[src/design/alu_params.svh]
`ifndef ALU_PARAMS_SVH
`define ALU_PARAMS_SVH

////////////////////////////////////////
// Datapath sizing
////////////////////////////////////////

// Operand and result width
`define DATA_WIDTH 16

// One PADDSB lane
`define NIBBLE_WIDTH 4

// Shift amount taken from the low bits of operand B
`define SHAMT_WIDTH 4

`endif
[src/design/alu_pkg.sv]
`include "alu_params.svh"

package alu_pkg;

  // Common datapath words
  typedef logic [`DATA_WIDTH-1:0]  dataT;
  typedef logic [`SHAMT_WIDTH-1:0] shamtT;

  // Opcodes 1010..1111 are left unnamed and treated as illegal
  typedef enum logic [3:0] {
    ADD    = 4'b0000,
    SUB    = 4'b0001,
    XOR    = 4'b0010,
    RED    = 4'b0011,
    SLL    = 4'b0100,  // Low two bits double as shifter mode
    SRA    = 4'b0101,
    ROR    = 4'b0110,
    PADDSB = 4'b0111,
    LW     = 4'b1000,  // Address = (a & ~1) + (b << 1)
    SW     = 4'b1001
  } aluOpE;

  typedef struct packed {
    aluOpE op;
    dataT  a;
    dataT  b;
  } aluReqS;

  typedef struct packed {
    aluOpE op;      // Echo of the request opcode
    dataT  result;
    logic  error;   // Illegal opcode
    logic  ovfl;    // ADD/SUB saturated
    logic  neg;     // Sign of the raw ADD/SUB sum
  } aluRespS;

  typedef struct packed {
    logic z;
    logic v;
    logic n;
  } aluFlagsS;

endpackage

[src/design/aluTop.sv]
`default_nettype none

module aluTop import alu_pkg::*; (
  input  logic     clk,
  input  logic     rstN,
  input  logic     issue,
  input  aluReqS   req,
  output logic     done,
  output aluRespS  resp,
  output aluFlagsS flags
);

  ////////////////////////////////////////
  // Datapath and response register
  ////////////////////////////////////////
  aluUnit unit0 (
    .clk   (clk),
    .rstN  (rstN),
    .issue (issue),
    .req   (req),
    .done  (done),     // Also feeds the flag stage
    .resp  (resp)
  );

  ////////////////////////////////////////
  // Z/V/N state, one edge after done
  ////////////////////////////////////////
  flagRegister flags0 (
    .clk   (clk),
    .rstN  (rstN),
    .done  (done),
    .resp  (resp),
    .flags (flags)
  );

endmodule

`default_nettype wire

[src/design/flagRegister.sv]
`default_nettype none

module flagRegister import alu_pkg::*; (
  input  logic     clk,
  input  logic     rstN,
  input  logic     done,
  input  aluRespS  resp,
  output aluFlagsS flags
);

  logic resultZero;

  assign resultZero = (resp.result == '0);

  ////////////////////////////////////////
  // Flag update by opcode class
  ////////////////////////////////////////
  always_ff @(posedge clk or negedge rstN) begin
    if (!rstN) begin
      flags <= '0;
    end else if (done) begin
      case (resp.op)
        // Arithmetic updates all three
        ADD, SUB: begin
          flags.z <= resultZero;
          flags.v <= resp.ovfl;
          flags.n <= resp.neg;
        end
        // Logic and shifts touch Z only
        XOR, SLL, SRA, ROR: begin
          flags.z <= resultZero;
        end
        default: begin
          // RED, PADDSB, LW, SW and illegal ops keep the flags
          flags <= flags;
        end
      endcase
    end
  end

endmodule

`default_nettype wire

[src/design/aluUnit.sv]
`default_nettype none
`include "alu_params.svh"

module aluUnit import alu_pkg::*; (
  input  logic    clk,
  input  logic    rstN,
  input  logic    issue,
  input  aluReqS  req,
  output logic    done,
  output aluRespS resp
);

  localparam int   MSB     = `DATA_WIDTH - 1;
  localparam dataT SAT_MAX = {1'b0, {MSB{1'b1}}};  // 16'h7FFF
  localparam dataT SAT_MIN = {1'b1, {MSB{1'b0}}};  // 16'h8000

  logic    isMem, isAddSub;
  dataT    opA, opB;               // Prepared operands
  dataT    addSum, satSum;
  logic    posOvfl, negOvfl;
  dataT    paddsbSum, redSum, shiftOut;
  aluRespS nextResp;

  ////////////////////////////////////////
  // Operand preparation
  ////////////////////////////////////////
  assign isMem    = (req.op == LW) || (req.op == SW);
  assign isAddSub = (req.op == ADD) || (req.op == SUB);

  // Word-aligned base plus word offset for loads and stores
  assign opA = isMem ? {req.a[MSB:1], 1'b0} : req.a;
  assign opB = isMem ? {req.b[MSB-1:0], 1'b0} : req.b;

  // Functional units, all combinational
  claAdder adder0 (
    .a       (opA),
    .b       (opB),
    .sub     (req.op == SUB),
    .sum     (addSum),
    .posOvfl (posOvfl),
    .negOvfl (negOvfl)
  );

  paddsbUnit paddsb0 (.a(opA), .b(opB), .sum(paddsbSum));

  reductionUnit red0 (.a(opA), .b(opB), .sum(redSum));

  barrelShifter shift0 (
    .shiftIn  (opA),
    .mode     (req.op[1:0]),                 // Opcode low bits pick the shift kind
    .shamt    (opB[`SHAMT_WIDTH-1:0]),
    .shiftOut (shiftOut)
  );

  // Clamp ADD/SUB; address sums use addSum directly and wrap
  assign satSum = posOvfl ? SAT_MAX :
                  negOvfl ? SAT_MIN : addSum;

  ////////////////////////////////////////
  // Result select and illegal opcodes
  ////////////////////////////////////////
  always_comb begin
    nextResp      = '0;
    nextResp.op   = req.op;
    nextResp.ovfl = isAddSub & (posOvfl | negOvfl);
    nextResp.neg  = isAddSub & addSum[MSB];   // Raw sum sign, before clamping
    case (req.op)
      ADD, SUB:      nextResp.result = satSum;
      LW, SW:        nextResp.result = addSum;
      XOR:           nextResp.result = opA ^ opB;
      RED:           nextResp.result = redSum;
      SLL, SRA, ROR: nextResp.result = shiftOut;
      PADDSB:        nextResp.result = paddsbSum;
      default:       nextResp.error  = 1'b1;   // Result stays zero
    endcase
  end

  // One-cycle response stage
  always_ff @(posedge clk or negedge rstN) begin
    if (!rstN) begin
      done <= 1'b0;
      resp <= '0;
    end else begin
      done <= issue;                  // Pulse follows every strobe
      if (issue) resp <= nextResp;    // Held until the next issue
    end
  end

endmodule

`default_nettype wire

[src/design/barrelShifter.sv]
`default_nettype none
`include "alu_params.svh"

module barrelShifter import alu_pkg::*; (
  input  dataT       shiftIn,
  input  logic [1:0] mode,      // 00 SLL, 01 SRA, 10 ROR
  input  shamtT      shamt,
  output dataT       shiftOut
);

  localparam int W      = `DATA_WIDTH;
  localparam int STAGES = `SHAMT_WIDTH;

  logic [STAGES:0][W-1:0] stage;  // stage[k] is the value entering step k

  assign stage[0] = shiftIn;

  ////////////////////////////////////////
  // Steps of 1, 2, 4 and 8 bits
  ////////////////////////////////////////
  for (genvar k = 0; k < STAGES; k++) begin : gStage
    localparam int AMT = 1 << k;
    logic [W-1:0] shifted;

    always_comb begin
      case (mode)
        2'b01:   shifted = $signed(stage[k]) >>> AMT;                        // Keeps sign
        2'b10:   shifted = {stage[k][AMT-1:0], stage[k][W-1:AMT]};          // Wrap low bits
        default: shifted = stage[k] << AMT;                                  // Zero fill
      endcase
    end

    // Bit k of the amount enables this step
    assign stage[k+1] = shamt[k] ? shifted : stage[k];
  end

  assign shiftOut = stage[STAGES];

endmodule

`default_nettype wire

[src/design/reductionUnit.sv]
`default_nettype none
`include "alu_params.svh"

module reductionUnit import alu_pkg::*; (
  input  dataT a,
  input  dataT b,
  output dataT sum
);

  logic [8:0] pairA;   // aHi + aLo, range -256..254
  logic [8:0] pairB;   // bHi + bLo
  logic [9:0] total;   // Full tree, range -512..508

  ////////////////////////////////////////
  // Level one: bytes of each operand
  ////////////////////////////////////////
  assign pairA = {a[15], a[15:8]} + {a[7], a[7:0]};  // Sign-extend each byte first
  assign pairB = {b[15], b[15:8]} + {b[7], b[7:0]};

  // Level two
  assign total = {pairA[8], pairA} + {pairB[8], pairB};

  // Widen to the datapath
  assign sum = {{(`DATA_WIDTH-10){total[9]}}, total};

endmodule

`default_nettype wire

[src/design/paddsbUnit.sv]
`default_nettype none
`include "alu_params.svh"

module paddsbUnit import alu_pkg::*; (
  input  dataT a,
  input  dataT b,
  output dataT sum
);

  localparam int W     = `NIBBLE_WIDTH;
  localparam int LANES = `DATA_WIDTH / `NIBBLE_WIDTH;

  // Lane saturation limits
  localparam logic [W-1:0] LANE_MAX = {1'b0, {(W-1){1'b1}}};  // 0111
  localparam logic [W-1:0] LANE_MIN = {1'b1, {(W-1){1'b0}}};  // 1000

  ////////////////////////////////////////
  // Independent signed nibble adders
  ////////////////////////////////////////
  for (genvar lane = 0; lane < LANES; lane++) begin : gLane
    logic [W-1:0] x, y, raw;
    logic posSat, negSat;

    assign x   = a[lane*W +: W];
    assign y   = b[lane*W +: W];
    assign raw = x + y;             // Carry out of the lane is dropped

    // Overflow only when both inputs share a sign
    assign posSat = ~x[W-1] & ~y[W-1] &  raw[W-1];
    assign negSat =  x[W-1] &  y[W-1] & ~raw[W-1];

    assign sum[lane*W +: W] = posSat ? LANE_MAX :
                              negSat ? LANE_MIN : raw;
  end

endmodule

`default_nettype wire

[src/design/claAdder.sv]
`default_nettype none
`include "alu_params.svh"

module claAdder import alu_pkg::*; (
  input  dataT a,
  input  dataT b,
  input  logic sub,
  output dataT sum,
  output logic posOvfl,
  output logic negOvfl
);

  localparam int GROUPS = `DATA_WIDTH / 4;  // Four 4-bit lookahead groups
  localparam int MSB    = `DATA_WIDTH - 1;

  dataT bIn;                        // B after optional inversion
  dataT gen, prop;                  // Bit generate / propagate
  dataT carry;                      // Carry into each bit
  logic [GROUPS-1:0] grpGen, grpProp;
  logic [GROUPS-1:0] grpCarry;      // Carry into each group

  assign bIn  = sub ? ~b : b;       // Subtract = add inverted B plus one
  assign gen  = a & bIn;
  assign prop = a ^ bIn;

  ////////////////////////////////////////
  // First level: carries inside a group
  ////////////////////////////////////////
  for (genvar grp = 0; grp < GROUPS; grp++) begin : gGroup
    localparam int LSB = 4 * grp;
    logic [3:0] g, p;
    logic cIn;

    assign g   = gen[LSB +: 4];
    assign p   = prop[LSB +: 4];
    assign cIn = grpCarry[grp];

    assign carry[LSB]   = cIn;
    assign carry[LSB+1] = g[0] | (p[0] & cIn);
    assign carry[LSB+2] = g[1] | (p[1] & g[0]) | (&p[1:0] & cIn);
    assign carry[LSB+3] = g[2] | (p[2] & g[1]) | (&p[2:1] & g[0]) | (&p[2:0] & cIn);

    // Group terms for the second level
    assign grpGen[grp]  = g[3] | (p[3] & g[2]) | (&p[3:2] & g[1]) | (&p[3:1] & g[0]);
    assign grpProp[grp] = &p;
  end

  ////////////////////////////////////////
  // Second level: carries between groups
  ////////////////////////////////////////
  assign grpCarry[0] = sub;         // Carry-in of one for subtraction
  assign grpCarry[1] = grpGen[0] | (grpProp[0] & sub);
  assign grpCarry[2] = grpGen[1] | (grpProp[1] & grpGen[0]) | (&grpProp[1:0] & sub);
  assign grpCarry[3] = grpGen[2] | (grpProp[2] & grpGen[1])
                     | (&grpProp[2:1] & grpGen[0]) | (&grpProp[2:0] & sub);

  assign sum = prop ^ carry;

  // Same operand signs but the sum sign flipped
  assign posOvfl = ~a[MSB] & ~bIn[MSB] &  sum[MSB];
  assign negOvfl =  a[MSB] &  bIn[MSB] & ~sum[MSB];

endmodule

`default_nettype wire

[config.mk]
export PLATFORM = sky130hd
export DESIGN_NAME = aluTop
export DESIGN_NICKNAME = d
export VERILOG_FILES = /design/src/design/alu_pkg.sv /design/src/design/aluTop.sv /design/src/design/flagRegister.sv /design/src/design/aluUnit.sv /design/src/design/barrelShifter.sv /design/src/design/reductionUnit.sv /design/src/design/paddsbUnit.sv /design/src/design/claAdder.sv
export VERILOG_INCLUDE_DIRS = /design/src /design/src/design
export SDC_FILE = /design/constraint.sdc
export NUM_CORES = 1
export LEC_CHECK = 0
export ABC_CLOCK_PERIOD_IN_PS = 1250
export BUFFER_PORTS_ARGS = -buffer_cell sky130_fd_sc_hd__buf_2
export CORE_MARGIN = 2
export CORE_UTILIZATION = 31
export CTS_CLUSTER_DIAMETER = 150
export CTS_CLUSTER_SIZE = 10
export DETAILED_ROUTE_END_ITERATION = 10
export GPL_ROUTABILITY_DRIVEN = 0
export SYNTH_ARGS = -nofsm -noshare
export SYNTH_HDL_FRONTEND = slang
export SYNTH_HIERARCHICAL = 1
export SYNTH_SLANG_ARGS = --single-unit
[constraint.sdc]
create_clock -name clk -period 1.25 [get_ports clk]
set_input_delay 0.1875 -clock clk [delete_from_list [all_inputs] [get_ports clk]]
set_output_delay 0.1875 -clock clk [all_outputs]
set_load 0.1 [all_outputs]
Word level (Yosys, flattened, before mapping)
Cells that the tools add are included.
{ "classes": {"n_reduce_logical": 37, "bitwise": 120, "n_eq_ne": 16, "n_addsub": 7, "mux": 23} }
{ "ops": {"columns": ["cell", "count"], "rows": [
  ["2-to-1 mux 16 bit", 8],
  ["one-hot mux 16 bit (2 select lines)", 4],
  ["one-hot mux 16 bit (6 select lines)", 1],
  ["AND 1 bit", 61],
  ["bitwise XOR 16 bit", 3],
  ["bitwise OR 1 bit", 40],
  ["2-to-1 mux 4 bit", 8],
  ["== test 4 x 3 -> 1 bit, second input constant", 7],
  ["AND reduction 2 bit", 13],
  ["AND reduction 3 bit", 7],
  ["adder 8 x 8 -> 9 bit", 2],
  ["adder 4 bit", 4],
  ["zero test 16 bit", 1],
  ["inverter 16 bit", 1],
  ["AND reduction 8 bit", 2],
  ["AND 15 bit", 1],
  ["inverter 1 bit", 14],
  ["== test 4 x 2 -> 1 bit, second input constant", 3],
  ["AND reduction 12 bit", 1],
  ["AND reduction 4 bit", 3],
  ["adder 9 x 9 -> 10 bit", 1],
  ["OR reduction 10 bit", 1],
  ["== test 4 x 1 -> 1 bit, second input constant", 2],
  ["== test 4 bit, second input constant", 2],
  ["other kinds (8)", 13]
]} }
{ "totals": {"wordCells": 212, "in_bits": 39, "out_inout_bits": 27, "reg_bits": 27} }

Logic depth before layout (Yosys ltp)
{ "depth": {"word_depth": 22, "mapped_depth": 21, "mapped_depth_nobuf": 16} }

Cells and area by module
The synthesis kept the hierarchy.
{ "by_module_without_submodules": {"columns": ["mod", "cells_each", "instances", "area_per_inst_um2", "seq_area_each_um2"], "rows": [
  ["aluUnit", 247, 1, 2092.0, 600.6],
  ["barrelShifter", 300, 1, 1891.8, 0.0],
  ["claAdder", 105, 1, 888.4, 0.0],
  ["reductionUnit", 99, 1, 854.6, 0.0],
  ["paddsbUnit", 82, 1, 710.7, 0.0],
  ["flagRegister", 15, 1, 202.7, 75.1]
]} }

Worst setup path before layout
OpenSTA, ideal clock, no wires.
{ "synth_path": {"path_kind": "in2reg", "start": "in req[35] (netlist bit)", "end": "reg, netlist name unit0/resp[18]", "n_path_buf": 6, "t_arrival_ps": 4350, "path_stages": 20, "setup_slack_ps": -3241, "required_time_ps": 1109, "cell_sequence": "or3_1 buf_2 buf_1 nor2_1 buf_6 buf_1 xor2_1 ha_1 a21oi_2 a32oi_2 inv_2 o21bai_4 a21oi_2 a2111oi_4 mux2i_1 clkbuf_1 clkbuf_1 o32ai_1 a211oi_1 o22ai_1"} }
{ "synth_via": {"word_cells_on_any_way": 92} }
{ "synth_rtl": {"columns": ["item", "line_no", "rtl"], "rows": [
  ["from (decl)", "aluTop.sv:7", "input aluReqS req,"],
  ["== test 4 bit", "aluUnit.sv:27", "assign isMem = (req.op == LW) || (req.op == SW);"],
  ["logical OR 1 bit", "aluUnit.sv:27", null],
  ["2-to-1 mux 16 bit", "aluUnit.sv:32", "assign opB = isMem ? {req.b[MSB-1:0], 1'b0} : req.b;"],
  ["inverter 16 bit", "claAdder.sv:22", "assign bIn = sub ? ~b : b;"],
  ["2-to-1 mux 16 bit", "claAdder.sv:22", null],
  ["bitwise XOR 16 bit or AND 15 bit (tied branches)", "claAdder.sv:24, claAdder.sv:23", null],
  ["AND 1 bit or AND reduction 2 bit (tied branches)", "claAdder.sv:44", "assign grpGen[grp] = g[3] | (p[3] & g[2]) | (&p[3:2] & g[1]) | (&p[3:1] & g[0]);"],
  ["bitwise OR 1 bit or AND 1 bit (tied branches)", "claAdder.sv:44", null],
  ["[... 4 more ...]", null, null],
  ["bitwise OR 1 bit (2 in series)", "claAdder.sv:55", "| (&grpProp[2:1] & grpGen[0]) | (&grpProp[2:0] & sub);"],
  ["AND 1 bit", "claAdder.sv:41", "assign carry[LSB+3] = g[2] | (p[2] & g[1]) | (&p[2:1] & g[0]) | (&p[2:0] & cIn);"],
  ["bitwise OR 1 bit", "claAdder.sv:41", null],
  ["bitwise XOR 16 bit", "claAdder.sv:57", "assign sum = prop ^ carry;"],
  ["AND 1 bit (*)", "claAdder.sv:60", "assign posOvfl = ~a[MSB] & ~bIn[MSB] & sum[MSB];"],
  ["via unit0.posOvfl", "aluUnit.sv:20", "logic posOvfl, negOvfl;"],
  ["2-to-1 mux 16 bit (*)", "aluUnit.sv:56", "assign satSum = posOvfl ? SAT_MAX :"],
  ["one-hot mux 16 bit (6 select lines) (*)", "aluUnit.sv:67", "case (req.op)"]
]} }
Mark *: on every way through the listed nets, which the timed path passes. The rest lies on a longest branch.
A chain may end at the register's enable or synchronous reset.

Worst setup path after layout
{ "layout_path": {"start": "in req[34] (netlist bit)", "end": "reg, netlist name unit0/resp[7]"} }
{ "layout_via": {"word_cells_on_any_way": 95} }
{ "layout_rtl": {"columns": ["item", "line_no", "rtl"], "rows": [
  ["== test 4 bit", "aluUnit.sv:27", null],
  ["logical OR 1 bit (*)", "aluUnit.sv:27", null],
  ["2-to-1 mux 16 bit (*)", "aluUnit.sv:32", null],
  ["via unit0.opB[1]", "aluUnit.sv:18", "dataT opA, opB;"],
  ["inverter 16 bit", "claAdder.sv:22", null],
  ["2-to-1 mux 16 bit (*)", "claAdder.sv:22", null],
  ["bitwise XOR 16 bit or AND 15 bit (tied branches)", "claAdder.sv:24, claAdder.sv:23", null],
  ["AND reduction 3 bit or AND 1 bit (tied branches)", "claAdder.sv:44", null],
  ["[... 6 more ...]", null, null],
  ["bitwise OR 1 bit (*)", "claAdder.sv:41", null],
  ["bitwise XOR 16 bit (*)", "claAdder.sv:57", null],
  ["inverter 1 bit (*)", "claAdder.sv:61", "assign negOvfl = a[MSB] & bIn[MSB] & ~sum[MSB];"],
  ["AND 1 bit (*)", "claAdder.sv:61", null],
  ["via unit0.negOvfl", "aluUnit.sv:20", null],
  ["2-to-1 mux 16 bit (*)", "aluUnit.sv:57", "negOvfl ? SAT_MIN : addSum;"],
  ["2-to-1 mux 16 bit (*)", "aluUnit.sv:56", null],
  ["one-hot mux 16 bit (6 select lines) (*)", "aluUnit.sv:67", null]
]} }
Marked as above.

==> impl_results.md <==
* Post-synthesis cell type count at 90
* Max Slew Vio Count at 0
* Iter 0 DRT Violations at 596
* CP Launch Type: input port
* Cells after synthesis at 848
* Worst min path class: input port to register
* Ys flop type: dfrtp_1
* # diodes at 0
* Synthesized area at 0.00664 mm^2
* Critical Path AT at 3930 ps
* DIE AREA at 0.0226 mm^2
* Clk root buf: clkbuf_16
* Synth area leader: dfrtp_1
* Clock Tree Buf Depth at 2
* Number of CTS-inserted buffers at 3
* Final antenna-violating net count at 0
* Setup WS post-layout at -2540 ps
* Initial Utilization at 0.316
* Syn Nets at 964
* First-pass GRT wire length at 39700 um
* First-pass iteration count of the detailed router at 5
* WHS at 202 ps
* Leakage at 0.00452 uW
* RSZ-0062 raised after global routing: yes
* Violated checks: negative setup slack
* Vias at 7512
* Worst slew pin tran at 1210 ps
* Fin nets at 1222
* CP max stage delay at 400 ps
* Setup_tns at -43700 ps
* Maximum clock rate at 264 MHz
* Clk sinks at 27
* YS warnings at 6
* Die Wd at 150 um
* # rows at 53
* Crit path max-delay cell type: a2111oi_4
* Post-DR wirelength/cell at 18.6 um
* H-tree depth at 1
* Delay-heaviest family, CP: compound AO/OA/AOI/OAI gates
* Critical Path RT at 1390 ps
* Total grt overflow at 0
* Largest net degree at the start of global routing at 60
* CTS tree: built
* Clock Pin Slew Worst Setup and Hold Paths at 60 ps
* Post-synth EDFFs at 0
* Die height at 150 um
* Residual DRC count at 0
* Worst setup EP type: register
* Final setup viols at 18
* Place WS at -3010 ps
* Pwr dens at 999 mW/mm^2
* Worst skew pair latency at 260 ps
* Seq/Total Area, Yosys at 0.102
* Type of the worst setup path: input port to register
* Post-Route WL at 25600 um
* CP bufs+invs at 6
* Min Tclk post-route at 3790 ps
* Vias/cell at 5.44
* Tot GR Track Use at 0.225
* Filler cells at 1989
* Area fraction of the dominant cell type after synthesis at 0.102
* Rel. slew slack at 0.194
* Most frequent cell after synthesis: inv_1
* Commonest cells post-synth: inv_1, nand2_1, a21oi_1, ha_1, o22ai_1
* Top cells by area, synth: dfrtp_1, ha_1, fa_1
* CP most frequent cell: buf_4
* Initial antenna violation count at 0
* CP Cell Sequence: buf_8 > nor3b_4 > buf_4 > mux2_4 > xor2_1 > ha_1 > nand3_4 > a32oi_4 > inv_2 > o21bai_4 > a21oi_4 > a2111oi_4 > mux2i_2 > inv_2 > buf_4 > a21oi_2 > o22ai_1 > a211oi_1 > buf_4 > o22ai_1
* Period utilisation layout at 3.03
* Post-DP HPWL at 20500 um
* Vias in the first global route at 7291
* Status: finished, violations left
* Post-synthesis register bit count at 27
* Peak VDD IR at 0.000623 V
* Post-synth ARST share at 1.00
* Skew final at 0.565 ps
* # port buffers at 65
* Post-Syn Area per Cell at 7.83 um^2
* P&R area growth vs syn at 49.2%
* Max_cap viols at 0
* Final hold vios at 0
* Share of cells above drive strength 1 at 0.414
* Post-layout util at 0.471
* Critical path fanouts, max at 6
* # IOs at 66
* Core area at 0.0210 mm^2
## worst reg2reg max path, stage by stage, from the launching register on
cell,delay [ps]
dfrtp_4,470
nand2b_4,160
nor3_4,170
mux2_4,320
## cells in the final DEF, fill, tap and decap left out, types with 5 or more instances in the layout
cell type	instances
xnor2_1	15
a21oi_2	24
o21ai_1	9
nand2_1	74
o21ai_0	35
xor2_1	38
a211oi_1	6
a21o_1	14
a21oi_1	48
ha_1	43
buf_2	35
ha_4	5
dfrtp_1	22
nand4_1	6
nand3_1	15
nand3b_1	17
a211oi_2	10
o211ai_1	14
nand2b_1	8
nor2_1	31
buf_12	33
a31oi_1	5
o221ai_1	8
or2_2	6
mux2_2	12
o22ai_1	45
inv_1	81
buf_6	9
mux2_4	12
a22oi_1	6
mux2i_1	22
fa_1	27
o21ai_2	9
nor2b_1	12
buf_4	230
## registers in the layout, summed over array words and instances, names as in the netlist
name,cells
unit0/resp,23
unit0/done,1
flags0/flags,3
## repair_timing
action                                  4_1_cts  5_1_grt
endpoints found under the setup margin       18       19
hold endpoints to repair                      9        0
pin swaps                                    41       34
hold buffers                                  1        0
resized for setup                            60       28
buffers inserted                             21        5
## worst paths after layout
check	startpoint	to	slack (ps)	depth (start not counted)
min reg2reg	unit0/resp[2]	unit0/resp[2]	540	1
max	req[34]	unit0/resp[7]	-2540	20
min in group asynchronous	rstN	flags0/flags[2]	310	2
max in group asynchronous	rstN	unit0/resp[5]	430	3
min	issue	unit0/done	200	1
max reg2reg	unit0/resp[22]	flags0/flags[1]	20	3
## per-layer routing
layer | track usage | part of all wire | vias to the layer above
met2 | 0.357 | 0.44 | 349
met3 | 0.0382 | 0.085 | 57
met1 | 0.307 | 0.43 | 3549
li1 | - | - | 3557
met4 | 0.0778 | 0.041 | 0
met5 | 0 | 0 | -
## cells by family (layout without fill, tap and decap cells)
family / count (synthesis) / count (layout) / share of synthesized area
multiplexers: 48 / 48 / 0.0808
buffers and inverters: 145 / 402 / 0.0989
flip-flops: 27 / 27 / 0.102
AND/OR/NAND/NOR: 207 / 207 / 0.165
AO/OA/AOI/OAI: 288 / 288 / 0.303
adder cells (fa/ha/maj): 77 / 77 / 0.177
XOR/XNOR: 56 / 56 / 0.0739
## per-stage QoR
| stage | std cells | total power [uW] | instance area (um^2) |
|---|---|---|---|
| 2_1_floorplan | 848 | 5720 | 6780 |
| 3_3_place_gp | 1352 | 8160 | 9230 |
| 3_5_place_dp | 1352 | 8240 | 9230 |
| 4_1_cts | 1376 | 9620 | 9750 |
| 5_1_grt | 1380 | 10500 | 9910 |
| 6_report | 1380 | 9900 | 9910 |
## final cells by class
| class | instances | area (um^2) | share of cell area |
|---|---|---|---|
| Sequential cell | 27 | 684 | 0.0691 |
| Tap cell | 275 | 344 | 0.0347 |
| Inverter | 87 | 327 | 0.0330 |
| Timing Repair Buffer | 311 | 2720 | 0.274 |
| Multi-Input combinational cell | 676 | 5750 | 0.581 |
| Clock buffer | 4 | 78.8 | 0.00796 |
## power by group
part | leakage (uW) | internal, uW | switching, uW
Sequential | 0.000347 | 996 | 157
Combinational | 0.00413 | 3640 | 4390
Clock | 0.0000382 | 436 | 288
Total | 0.00452 | 5070 | 4830
Power figures use the tool's default switching activity.
